===== src/pipe_pkg.sv =====
// shared definitions for the operand-delivery pipeline
// widths, operation codes, stage payload structs
`default_nettype none

package pipe_pkg;

    localparam int xlen      = 32;
    localparam int reg_idx_w = 5;
    localparam int csr_idx_w = 2;

    // decoded operations, nop must stay zero
    typedef enum logic [3:0] {
        op_nop   = 4'd0,
        op_add   = 4'd1,
        op_sub   = 4'd2,
        op_addi  = 4'd3,
        op_and   = 4'd4,
        op_or    = 4'd5,
        op_xor   = 4'd6,
        op_lw    = 4'd7,
        op_sw    = 4'd8,
        op_csrrw = 4'd9
    } op_t;

    // ==============================
    // stage payloads
    // ==============================

    typedef struct packed {
        logic                 valid;
        op_t                  op;
        logic [reg_idx_w-1:0] rd;
        logic [reg_idx_w-1:0] rs1;
        logic [reg_idx_w-1:0] rs2;
        logic [csr_idx_w-1:0] csr;
        logic [xlen-1:0]      imm;
        logic                 write_gpr;
        logic                 write_csr;
        logic                 mem_to_reg;
        logic [xlen-1:0]      rs1_val;
        logic [xlen-1:0]      rs2_val;
        logic [xlen-1:0]      csr_val;
    } id_ex_t;

    typedef struct packed {
        logic                 valid;
        logic [reg_idx_w-1:0] rd;
        logic [csr_idx_w-1:0] csr;
        logic                 write_gpr;
        logic                 write_csr;
        logic                 mem_to_reg;
        logic                 is_store;
        logic [xlen-1:0]      alu_out;
        logic [xlen-1:0]      csr_out;
        logic [xlen-1:0]      store_data;
    } ex_mem_t;

    typedef struct packed {
        logic                 valid;
        logic [reg_idx_w-1:0] rd;
        logic [csr_idx_w-1:0] csr;
        logic                 write_gpr;
        logic                 write_csr;
        logic [xlen-1:0]      gpr_data;
        logic [xlen-1:0]      csr_data;
    } mem_wb_t;

endpackage

`default_nettype wire


===== src/arch_regs.sv =====
// general register file (32 x xlen) and CSR file (4 x xlen)
// asynchronous reads, synchronous writes, x0 reads zero
`timescale 1ns/1ns
`default_nettype none

module arch_regs (
    input  wire logic                              clk,
    input  wire logic                              rst,
    input  wire logic [pipe_pkg::reg_idx_w-1:0]    rs1,
    input  wire logic [pipe_pkg::reg_idx_w-1:0]    rs2,
    input  wire logic [pipe_pkg::csr_idx_w-1:0]    csr_rd_idx,
    input  wire logic                              we_gpr,
    input  wire logic [pipe_pkg::reg_idx_w-1:0]    wd_idx,
    input  wire logic [pipe_pkg::xlen-1:0]         wd_gpr,
    input  wire logic                              we_csr,
    input  wire logic [pipe_pkg::csr_idx_w-1:0]    wc_idx,
    input  wire logic [pipe_pkg::xlen-1:0]         wd_csr,
    output logic [pipe_pkg::xlen-1:0]              rs1_val,
    output logic [pipe_pkg::xlen-1:0]              rs2_val,
    output logic [pipe_pkg::xlen-1:0]              csr_val
);

    logic [pipe_pkg::xlen-1:0] gpr [2**pipe_pkg::reg_idx_w];
    logic [pipe_pkg::xlen-1:0] csr [2**pipe_pkg::csr_idx_w];

    always_ff @(posedge clk) begin
        if (rst) begin
            for (int i = 0; i < 2**pipe_pkg::reg_idx_w; i++) begin
                gpr[i] <= '0;
            end
            for (int i = 0; i < 2**pipe_pkg::csr_idx_w; i++) begin
                csr[i] <= '0;
            end
        end else begin
            if (we_gpr) begin
                gpr[wd_idx] <= wd_gpr;
            end
            if (we_csr) begin
                csr[wc_idx] <= wd_csr;
            end
        end
    end

    // same-cycle write/read overlap is resolved by the forwarding unit
    assign rs1_val = (rs1 == '0) ? '0 : gpr[rs1];
    assign rs2_val = (rs2 == '0) ? '0 : gpr[rs2];
    assign csr_val = csr[csr_rd_idx];

endmodule

`default_nettype wire


===== src/exec_alu.sv =====
// execute-stage datapath
// register ops, immediate add for addi and address generation, CSR exchange
`timescale 1ns/1ns
`default_nettype none

module exec_alu (
    input  wire pipe_pkg::op_t             op,
    input  wire logic [pipe_pkg::xlen-1:0] a,
    input  wire logic [pipe_pkg::xlen-1:0] b,
    input  wire logic [pipe_pkg::xlen-1:0] imm,
    input  wire logic [pipe_pkg::xlen-1:0] csr_in,
    output logic [pipe_pkg::xlen-1:0]      alu_out,
    output logic [pipe_pkg::xlen-1:0]      csr_out
);

    always_comb begin
        case (op)
            pipe_pkg::op_add: alu_out = a + b;
            pipe_pkg::op_sub: alu_out = a - b;
            pipe_pkg::op_and: alu_out = a & b;
            pipe_pkg::op_or:  alu_out = a | b;
            pipe_pkg::op_xor: alu_out = a ^ b;
            // addi result or load/store address
            pipe_pkg::op_addi,
            pipe_pkg::op_lw,
            pipe_pkg::op_sw:  alu_out = a + imm;
            // csrrw returns the old CSR value to rd
            pipe_pkg::op_csrrw: alu_out = csr_in;
            default: alu_out = '0;
        endcase
    end

    // new CSR value, only committed when write_csr is set
    assign csr_out = a;

endmodule

`default_nettype wire


===== src/forward_unit.sv =====
// hazard classification and operand forwarding
// execute-stage and decode-stage forward selects and data
// whole-pipeline stall and writeback-slot flush
`timescale 1ns/1ns
`default_nettype none

module forward_unit (
    // all three high means the stage's accesses are done
    input  wire logic                              inst_valid,
    input  wire logic                              mem_rvalid,
    input  wire logic                              mem_wready,
    // decode sources
    input  wire logic [pipe_pkg::reg_idx_w-1:0]    id_rs1,
    input  wire logic [pipe_pkg::reg_idx_w-1:0]    id_rs2,
    input  wire logic [pipe_pkg::csr_idx_w-1:0]    id_csr,
    // execute sources
    input  wire logic [pipe_pkg::reg_idx_w-1:0]    ex_rs1,
    input  wire logic [pipe_pkg::reg_idx_w-1:0]    ex_rs2,
    input  wire logic [pipe_pkg::csr_idx_w-1:0]    ex_csr,
    // memory stage producer
    input  wire logic [pipe_pkg::reg_idx_w-1:0]    me_rd,
    input  wire logic [pipe_pkg::csr_idx_w-1:0]    me_csr_rd,
    input  wire logic                              me_write_gpr,
    input  wire logic                              me_write_csr,
    input  wire logic                              me_mem_to_reg,
    input  wire logic [pipe_pkg::xlen-1:0]         me_rdata,
    input  wire logic [pipe_pkg::xlen-1:0]         me_alu_out,
    input  wire logic [pipe_pkg::xlen-1:0]         me_csr_out,
    // writeback stage producer
    input  wire logic [pipe_pkg::reg_idx_w-1:0]    wb_rd_idx,
    input  wire logic [pipe_pkg::csr_idx_w-1:0]    wb_csr_rd,
    input  wire logic                              wb_write_gpr,
    input  wire logic                              wb_write_csr,
    input  wire logic [pipe_pkg::xlen-1:0]         wb_gpr_data,
    input  wire logic [pipe_pkg::xlen-1:0]         wb_csr_data,
    // pipeline control
    output logic                                   stall_pipe,
    output logic                                   flush_mem,
    // execute forwarding
    output logic [pipe_pkg::xlen-1:0]              ex_rs1_data,
    output logic [pipe_pkg::xlen-1:0]              ex_rs2_data,
    output logic [pipe_pkg::xlen-1:0]              ex_csr_data,
    output logic                                   ex_rs1_fwd,
    output logic                                   ex_rs2_fwd,
    output logic                                   ex_csr_fwd,
    // decode forwarding into the decode/execute register
    output logic [pipe_pkg::xlen-1:0]              id_rs1_data,
    output logic [pipe_pkg::xlen-1:0]              id_rs2_data,
    output logic [pipe_pkg::xlen-1:0]              id_csr_data,
    output logic                                   id_rs1_fwd,
    output logic                                   id_rs2_fwd,
    output logic                                   id_csr_fwd
);

    logic first_rs1, first_rs2, first_csr;
    logic load_rs1, load_rs2;
    logic second_rs1, second_rs2, second_csr;
    logic process_over;

    // ==============================
    // hazard classes
    // ==============================

    // first stage: memory-stage alu result feeds execute
    assign first_rs1  = (ex_rs1 == me_rd) & me_write_gpr & ~me_mem_to_reg;
    assign first_rs2  = (ex_rs2 == me_rd) & me_write_gpr & ~me_mem_to_reg;
    // a CSR producer is always csrrw, never a load
    assign first_csr  = (ex_csr == me_csr_rd) & me_write_csr;

    // load-use: memory read data goes straight to execute, no stall
    assign load_rs1   = (ex_rs1 == me_rd) & me_write_gpr & me_mem_to_reg;
    assign load_rs2   = (ex_rs2 == me_rd) & me_write_gpr & me_mem_to_reg;

    // second stage: writeback not yet in the register file
    assign second_rs1 = (ex_rs1 == wb_rd_idx) & wb_write_gpr;
    assign second_rs2 = (ex_rs2 == wb_rd_idx) & wb_write_gpr;
    assign second_csr = (ex_csr == wb_csr_rd) & wb_write_csr;

    // third stage: decode reads what writeback writes this cycle
    assign id_rs1_fwd = (id_rs1 == wb_rd_idx) & wb_write_gpr;
    assign id_rs2_fwd = (id_rs2 == wb_rd_idx) & wb_write_gpr;
    assign id_csr_fwd = (id_csr == wb_csr_rd) & wb_write_csr;

    assign id_rs1_data = wb_gpr_data;
    assign id_rs2_data = wb_gpr_data;
    assign id_csr_data = wb_csr_data;

    // freeze everything until source and memory are ready
    assign process_over = inst_valid & mem_rvalid & mem_wready;
    assign stall_pipe   = ~process_over;
    assign flush_mem    = ~process_over;

    // ==============================
    // execute forwarding, youngest producer first
    // ==============================

    assign ex_rs1_fwd = first_rs1 | load_rs1 | second_rs1;
    assign ex_rs2_fwd = first_rs2 | load_rs2 | second_rs2;
    assign ex_csr_fwd = first_csr | second_csr;

    assign ex_rs1_data = load_rs1  ? me_rdata    :
                         first_rs1 ? me_alu_out  : wb_gpr_data;
    assign ex_rs2_data = load_rs2  ? me_rdata    :
                         first_rs2 ? me_alu_out  : wb_gpr_data;
    assign ex_csr_data = first_csr ? me_csr_out  : wb_csr_data;

endmodule

`default_nettype wire


===== src/pipe_core.sv =====
// top level of the operand-delivery pipeline
// decode, three stage registers, forwarding unit, register files
// execute datapath, data memory port and writeback outputs
`timescale 1ns/1ns
`default_nettype none

module pipe_core (
    input  wire logic                              clk,
    input  wire logic                              rst,
    // decoded instruction stream
    input  wire logic                              inst_valid,
    input  wire pipe_pkg::op_t                     inst_op,
    input  wire logic [pipe_pkg::reg_idx_w-1:0]    inst_rd,
    input  wire logic [pipe_pkg::reg_idx_w-1:0]    inst_rs1,
    input  wire logic [pipe_pkg::reg_idx_w-1:0]    inst_rs2,
    input  wire logic [pipe_pkg::csr_idx_w-1:0]    inst_csr,
    input  wire logic [pipe_pkg::xlen-1:0]         inst_imm,
    // data memory
    input  wire logic [pipe_pkg::xlen-1:0]         mem_rdata,
    input  wire logic                              mem_rvalid,
    input  wire logic                              mem_wready,
    output logic                                   stall,
    output logic [pipe_pkg::xlen-1:0]              mem_addr,
    output logic [pipe_pkg::xlen-1:0]              mem_wdata,
    output logic                                   mem_we,
    // retirement
    output logic                                   wb_valid,
    output logic [pipe_pkg::reg_idx_w-1:0]         wb_rd,
    output logic [pipe_pkg::xlen-1:0]              wb_data
);

    pipe_pkg::id_ex_t  id_ex_d, id_ex_q;
    pipe_pkg::ex_mem_t ex_mem_d, ex_mem_q;
    pipe_pkg::mem_wb_t mem_wb_d, mem_wb_q;

    logic                      flush_mem;
    logic                      dec_writes_gpr;
    logic [pipe_pkg::xlen-1:0] rf_rs1_val, rf_rs2_val, rf_csr_val;
    logic [pipe_pkg::xlen-1:0] id_rs1_data, id_rs2_data, id_csr_data;
    logic                      id_rs1_fwd, id_rs2_fwd, id_csr_fwd;
    logic [pipe_pkg::xlen-1:0] ex_rs1_data, ex_rs2_data, ex_csr_data;
    logic                      ex_rs1_fwd, ex_rs2_fwd, ex_csr_fwd;
    logic [pipe_pkg::xlen-1:0] op_a, op_b, op_csr;
    logic [pipe_pkg::xlen-1:0] alu_out, csr_out;

    // ==============================
    // decode
    // ==============================

    always_comb begin
        case (inst_op)
            pipe_pkg::op_add, pipe_pkg::op_sub, pipe_pkg::op_addi,
            pipe_pkg::op_and, pipe_pkg::op_or, pipe_pkg::op_xor,
            pipe_pkg::op_lw, pipe_pkg::op_csrrw: dec_writes_gpr = 1'b1;
            default: dec_writes_gpr = 1'b0;
        endcase
    end

    arch_regs u_regs (
        .clk        (clk),
        .rst        (rst),
        .rs1        (inst_rs1),
        .rs2        (inst_rs2),
        .csr_rd_idx (inst_csr),
        .we_gpr     (mem_wb_q.valid & mem_wb_q.write_gpr),
        .wd_idx     (mem_wb_q.rd),
        .wd_gpr     (mem_wb_q.gpr_data),
        .we_csr     (mem_wb_q.valid & mem_wb_q.write_csr),
        .wc_idx     (mem_wb_q.csr),
        .wd_csr     (mem_wb_q.csr_data),
        .rs1_val    (rf_rs1_val),
        .rs2_val    (rf_rs2_val),
        .csr_val    (rf_csr_val)
    );

    always_comb begin
        id_ex_d = id_ex_q;
        if (stall) begin
            // frozen slot keeps its instruction but picks up the resolved
            // operands, since the writeback producer retires during the stall
            id_ex_d.rs1_val = op_a;
            id_ex_d.rs2_val = op_b;
            id_ex_d.csr_val = op_csr;
        end else begin
            id_ex_d.valid      = inst_valid;
            id_ex_d.op         = inst_op;
            id_ex_d.rd         = inst_rd;
            id_ex_d.rs1        = inst_rs1;
            id_ex_d.rs2        = inst_rs2;
            id_ex_d.csr        = inst_csr;
            id_ex_d.imm        = inst_imm;
            // x0 never produces, so no zero check in forwarding
            id_ex_d.write_gpr  = dec_writes_gpr && (inst_rd != '0);
            id_ex_d.write_csr  = (inst_op == pipe_pkg::op_csrrw);
            id_ex_d.mem_to_reg = (inst_op == pipe_pkg::op_lw);
            id_ex_d.rs1_val    = id_rs1_fwd ? id_rs1_data : rf_rs1_val;
            id_ex_d.rs2_val    = id_rs2_fwd ? id_rs2_data : rf_rs2_val;
            id_ex_d.csr_val    = id_csr_fwd ? id_csr_data : rf_csr_val;
        end
    end

    stage_reg #(.payload_t(pipe_pkg::id_ex_t)) u_id_ex (
        .clk    (clk),
        .rst    (rst),
        .hold   (1'b0),
        .bubble (1'b0),
        .d      (id_ex_d),
        .q      (id_ex_q)
    );

    // ==============================
    // execute
    // ==============================

    forward_unit u_forward (
        .inst_valid    (inst_valid),
        .mem_rvalid    (mem_rvalid),
        .mem_wready    (mem_wready),
        .id_rs1        (inst_rs1),
        .id_rs2        (inst_rs2),
        .id_csr        (inst_csr),
        .ex_rs1        (id_ex_q.rs1),
        .ex_rs2        (id_ex_q.rs2),
        .ex_csr        (id_ex_q.csr),
        .me_rd         (ex_mem_q.rd),
        .me_csr_rd     (ex_mem_q.csr),
        .me_write_gpr  (ex_mem_q.valid & ex_mem_q.write_gpr),
        .me_write_csr  (ex_mem_q.valid & ex_mem_q.write_csr),
        .me_mem_to_reg (ex_mem_q.mem_to_reg),
        .me_rdata      (mem_rdata),
        .me_alu_out    (ex_mem_q.alu_out),
        .me_csr_out    (ex_mem_q.csr_out),
        .wb_rd_idx     (mem_wb_q.rd),
        .wb_csr_rd     (mem_wb_q.csr),
        .wb_write_gpr  (mem_wb_q.valid & mem_wb_q.write_gpr),
        .wb_write_csr  (mem_wb_q.valid & mem_wb_q.write_csr),
        .wb_gpr_data   (mem_wb_q.gpr_data),
        .wb_csr_data   (mem_wb_q.csr_data),
        .stall_pipe    (stall),
        .flush_mem     (flush_mem),
        .ex_rs1_data   (ex_rs1_data),
        .ex_rs2_data   (ex_rs2_data),
        .ex_csr_data   (ex_csr_data),
        .ex_rs1_fwd    (ex_rs1_fwd),
        .ex_rs2_fwd    (ex_rs2_fwd),
        .ex_csr_fwd    (ex_csr_fwd),
        .id_rs1_data   (id_rs1_data),
        .id_rs2_data   (id_rs2_data),
        .id_csr_data   (id_csr_data),
        .id_rs1_fwd    (id_rs1_fwd),
        .id_rs2_fwd    (id_rs2_fwd),
        .id_csr_fwd    (id_csr_fwd)
    );

    assign op_a   = ex_rs1_fwd ? ex_rs1_data : id_ex_q.rs1_val;
    assign op_b   = ex_rs2_fwd ? ex_rs2_data : id_ex_q.rs2_val;
    assign op_csr = ex_csr_fwd ? ex_csr_data : id_ex_q.csr_val;

    exec_alu u_alu (
        .op      (id_ex_q.op),
        .a       (op_a),
        .b       (op_b),
        .imm     (id_ex_q.imm),
        .csr_in  (op_csr),
        .alu_out (alu_out),
        .csr_out (csr_out)
    );

    always_comb begin
        ex_mem_d.valid      = id_ex_q.valid;
        ex_mem_d.rd         = id_ex_q.rd;
        ex_mem_d.csr        = id_ex_q.csr;
        ex_mem_d.write_gpr  = id_ex_q.write_gpr;
        ex_mem_d.write_csr  = id_ex_q.write_csr;
        ex_mem_d.mem_to_reg = id_ex_q.mem_to_reg;
        ex_mem_d.is_store   = (id_ex_q.op == pipe_pkg::op_sw);
        ex_mem_d.alu_out    = alu_out;
        ex_mem_d.csr_out    = csr_out;
        ex_mem_d.store_data = op_b;
    end

    stage_reg #(.payload_t(pipe_pkg::ex_mem_t)) u_ex_mem (
        .clk    (clk),
        .rst    (rst),
        .hold   (stall),
        .bubble (1'b0),
        .d      (ex_mem_d),
        .q      (ex_mem_q)
    );

    // ==============================
    // memory and writeback
    // ==============================

    assign mem_addr  = ex_mem_q.alu_out;
    assign mem_wdata = ex_mem_q.store_data;
    assign mem_we    = ex_mem_q.valid & ex_mem_q.is_store;

    always_comb begin
        mem_wb_d.valid     = ex_mem_q.valid;
        mem_wb_d.rd        = ex_mem_q.rd;
        mem_wb_d.csr       = ex_mem_q.csr;
        mem_wb_d.write_gpr = ex_mem_q.write_gpr;
        mem_wb_d.write_csr = ex_mem_q.write_csr;
        mem_wb_d.gpr_data  = ex_mem_q.mem_to_reg ? mem_rdata : ex_mem_q.alu_out;
        mem_wb_d.csr_data  = ex_mem_q.csr_out;
    end

    // bubble while frozen so each instruction retires once
    stage_reg #(.payload_t(pipe_pkg::mem_wb_t)) u_mem_wb (
        .clk    (clk),
        .rst    (rst),
        .hold   (1'b0),
        .bubble (flush_mem),
        .d      (mem_wb_d),
        .q      (mem_wb_q)
    );

    assign wb_valid = mem_wb_q.valid & mem_wb_q.write_gpr;
    assign wb_rd    = mem_wb_q.rd;
    assign wb_data  = mem_wb_q.gpr_data;

endmodule

`default_nettype wire


===== src/stage_reg.sv =====
// generic pipeline stage register
// freeze via hold, bubble insertion clears the slot
`timescale 1ns/1ns
`default_nettype none

module stage_reg #(
    parameter type payload_t = logic
) (
    input  wire logic     clk,
    input  wire logic     rst,
    input  wire logic     hold,
    input  wire logic     bubble,
    input  wire payload_t d,
    output payload_t      q
);

    // all-zero payload is an empty slot (valid low)
    always_ff @(posedge clk) begin
        if (rst || bubble) begin
            q <= '0;
        end else if (!hold) begin
            q <= d;
        end
    end

endmodule

`default_nettype wire

===== config.mk =====
export PLATFORM = sky130hd
export DESIGN_NAME = pipe_core
export DESIGN_NICKNAME = d
export VERILOG_FILES = /design/src/pipe_pkg.sv /design/src/arch_regs.sv /design/src/exec_alu.sv /design/src/forward_unit.sv /design/src/pipe_core.sv /design/src/stage_reg.sv
export SDC_FILE = /design/constraint.sdc
export NUM_CORES = 2
export LEC_CHECK = 0
export BUFFER_PORTS_ARGS = -buffer_cell sky130_fd_sc_hd__buf_4
export CAP_MARGIN = 5
export CORE_MARGIN = 5
export CORE_UTILIZATION = 55
export CTS_CLUSTER_DIAMETER = 80
export CTS_CLUSTER_SIZE = 28
export DETAILED_ROUTE_END_ITERATION = 10
export PLACE_DENSITY = 0.71
export SETUP_SLACK_MARGIN = 0.2
export SYNTH_ARGS = -nofsm -noshare
export SYNTH_HDL_FRONTEND = slang
export SYNTH_SLANG_ARGS = --single-unit

===== constraint.sdc =====
create_clock -name clk -period 7.1 [get_ports clk]
set_clock_uncertainty 0.2 [all_clocks]
set_input_delay 0.355 -clock clk [delete_from_list [all_inputs] [get_ports clk]]
set_output_delay 0.355 -clock clk [all_outputs]
set_load 0.03 [all_outputs]

==> results.sh <==
export IMPL_r2r_start="u_mem_wb.q[69]"
export IMPL_crit_type="flip-flop to flip-flop"
export IMPL_core_um2=144000
export IMPL_io_buffers=193
export IMPL_finalSetupViolations=0
export IMPL_dp_cells=7931
export IMPL_grt_pass1_wl_um=375000
export IMPL_num_rows=139
export IMPL_seq_area_um2=41300
export IMPL_dp_hpwl_um=158000
export IMPL_crit_required_ps=7480
export IMPL_fill_cells=11232
export IMPL_leakage_uw=0.0306
export IMPL_maxSlewHeadroom_pct=11.2
export IMPL_crit_start="u_mem_wb.q[69]"
export IMPL_regToRegSetupSlack_ps=570
export IMPL_yosysTopAreaCell="edfxtp_1"
export IMPL_timing_rr_end="u_ex_mem.q[91]"
export IMPL_synth_area_leaders="edfxtp_1 43%, mux4_2 14%, and2_1 9.1%, dfxtp_1 8.4%, mux2i_1 3.3%"
export IMPL_maxCapViolCount=0
export IMPL_synth_enable_flop_cells=1152
export IMPL_syn_inst=6381
export IMPL_antenna_found_initial=6
export IMPL_irDropWorstVdd_v=0.000229
export IMPL_gr_total_overflow=0
export IMPL_clock_latency_ps=740
export IMPL_async_flop_share_pct=0
export IMPL_clkTransAtPathRegs_ps=100
export IMPL_min_path_type="input port to flip-flop"
export IMPL_yosysTopAreaCellShare_pct=43.4
export IMPL_worst_slew_pin_slew_ps=1330
export IMPL_fmaxAchievable_ghz=0.153
export IMPL_numCtsBuffers=78
export IMPL_max_stage_delay_ps=520
export IMPL_dr_wl_met3_um=28800
export IMPL_final_cell_mix="1164 x and2_1, 1152 x edfxtp_1, 506 x mux4_2"
export IMPL_timing_final_hold_violations=0
export IMPL_gp_congestion=0.936
export IMPL_track_usage_pct=33.5
export IMPL_final_setup_tns_ps=0
export IMPL_reg2regPathDepth=25
export IMPL_netlist_area_um2=79700
export IMPL_drive_gt1_share_pct=19.9
export IMPL_finalNetCount=6391
export IMPL_min_delay_start="mem_wready"
export IMPL_multiInputGateArea_um2=35500
export IMPL_crit_family="compound AO/OA/AOI/OAI gates"
export IMPL_drt_iter0_drc=7053
export IMPL_routed_wl_um=259000
export IMPL_die_x_um=391
export IMPL_vias=55253
export IMPL_seq_area_frac_synth_pct=51.8
export IMPL_clockBufferDepth=3
export IMPL_slew_viol_final=0
export IMPL_start_util_pct=55.4
export IMPL_end_kind="flip-flop"
export IMPL_final_util_pct=59.9
export IMPL_power_density_nw_per_um2=202
export IMPL_layout_commonest_cell="and2_1"
export IMPL_clock_sinks=1487
export IMPL_yosysWarnings=0
export IMPL_rsz0062_at_grt="no"
export IMPL_wl_met1_um=97600
export IMPL_wl_met2_um=120000
export IMPL_cts_resized=0
export IMPL_period_share_pct=92.0
export IMPL_stdcell_count=8164
export IMPL_routed_via_density=6.77
export IMPL_avgSynthCellArea_um2=12.5
export IMPL_ys_flop_type="edfxtp_1"
export IMPL_holdPathEnd="u_id_ex.q[100]"
export IMPL_drcViolationCount=0
export IMPL_dieArea_um2=153000
export IMPL_grt_max_degree=128
export IMPL_cp_num_buf_inv=3
export IMPL_clockRootBuffer="clkbuf_16"
export IMPL_cts_tree="yes"
export IMPL_cts_htree_levels=3
export IMPL_routedWlPerCell_um=31.7
export IMPL_status="finished clean"
export IMPL_routed_top_layer="met5"
export IMPL_ant_nets=0
export IMPL_arrival_ps=6910
export IMPL_ys_types=79
export IMPL_first_pass_iters=6
export IMPL_die_y_um=391
export IMPL_worst_setup_path_start_kind="flip-flop"
export IMPL_slowest_stage="a221oi_1"
export IMPL_grt_pass1_vias=54858
export IMPL_crit_fanout=42
export IMPL_area_delta_synth_final_pct=7.97
export IMPL_synth_seq_cells=1487
export IMPL_io_pins=194
export IMPL_syn_nets=6572
export IMPL_hold_depth=4
export IMPL_post_route_min_period_ps=6530
-- cell families after synthesis --
family                     synth area share [%]
xor gates and xnor gates                  0.648
AOI/OAI and AO/OA                          8.39
DFF                                        51.8
and+or+nand+nor                            14.0
muxes                                      19.1
buffers and inverters                      4.43
adders and majority gates                  1.59
-- stage by stage --
stage                     cell area, um2  total power, uW  hold slack, ps  setup WS (ps)
after floorplan                    79700            11300             232           1400
after global placement             82500            11900             241            604
after detailed placement           82500            12000             249            626
after CTS                          86100            17400            38.7            563
after global routing               86100            17900            69.1            202
final                              86100            17400            94.9            567
-- worst register-to-register path: stages (launching register included) --
cell	delay, ps
dfxtp_1	310
buf_4	170
xnor2_1	190
and4_1	280
buf_4	400
and3_1	230
a211oi_1	50
a21oi_1	270
inv_1	150
ha_1	260
o211ai_1	240
nor2_1	170
a211oi_1	270
a21oi_1	60
o21ai_0	100
ha_1	350
a21oi_1	230
o21ai_0	190
a221oi_1	390
o221ai_1	320
a221oi_1	530
o21ai_0	300
a31oi_1	270
xnor2_1	90
a221oi_1	290
nor3_1	80
-- worst max path at each step --
stage | cells past startpoint | end
6_report | 25 | u_ex_mem.q[91]
5_1_grt | 22 | u_ex_mem.q[91]
4_1_cts | 21 | u_ex_mem.q[91]
3_5_place_dp | 21 | u_ex_mem.q[91]
3_3_place_gp | 21 | u_ex_mem.q[91]
2_1_floorplan | 27 | u_ex_mem.q[91]
-- area by class of cell --
class / instances / area share, %
Multi-Input combinational cell: 4079 / 41.2
Sequential cell: 1487 / 48.0
Inverter: 79 / 0.356
Timing Repair Buffer: 475 / 4.56
Clock inverter: 45 / 0.695
Clock buffer: 92 / 2.43
Antenna cell: 4 / 0.0116
Tap cell: 1903 / 2.77
-- cells in the mapped netlist, types with 31 or more instances --
master / count
and3_1: 78
buf_1: 64
a22oi_1: 36
o21ai_0: 206
edfxtp_1: 1152
nand3_1: 42
inv_1: 76
o22ai_1: 52
mux4_2: 506
nor2_1: 204
a21oi_1: 243
and2_1: 1163
nor3_1: 31
dfxtp_1: 335
buf_2: 46
buf_4: 102
nand2_1: 431
a211oi_1: 135
mux2_2: 106
a221oi_1: 134
xnor2_1: 38
ha_1: 100
mux2i_1: 265
clkbuf_1: 520
-- power by group --
| part | leakage (uW) | internal [uW] | switching [uW] | total, uW |
|---|---|---|---|---|
| Clock | 0.00130 | 2330 | 3190 | 5520 |
| Combinational | 0.0151 | 840 | 1220 | 2060 |
| Sequential | 0.0142 | 9650 | 156 | 9810 |
-- what timing repair did --
action	CTS	global route
setup buffers	0	2
hold buffers	90	0
hold endpoints to repair	132	0
endpoints found under the setup margin	0	1
-- layer usage --
layer  GRT usage, %  vias up
li1               -    23272
met1           45.3    28033
met2           53.0     3312
met3           7.51      634
met4           13.7        2
met5              0        -
-- state kept, by name, indices dropped and copies added, names as in the netlist --
register	count
u_ex_mem.q	108
u_id_ex.q	153
u_regs.gpr	1024
u_mem_wb.q	74
u_regs.csr	128
Note: power is estimated with default switching activity, not from simulation.
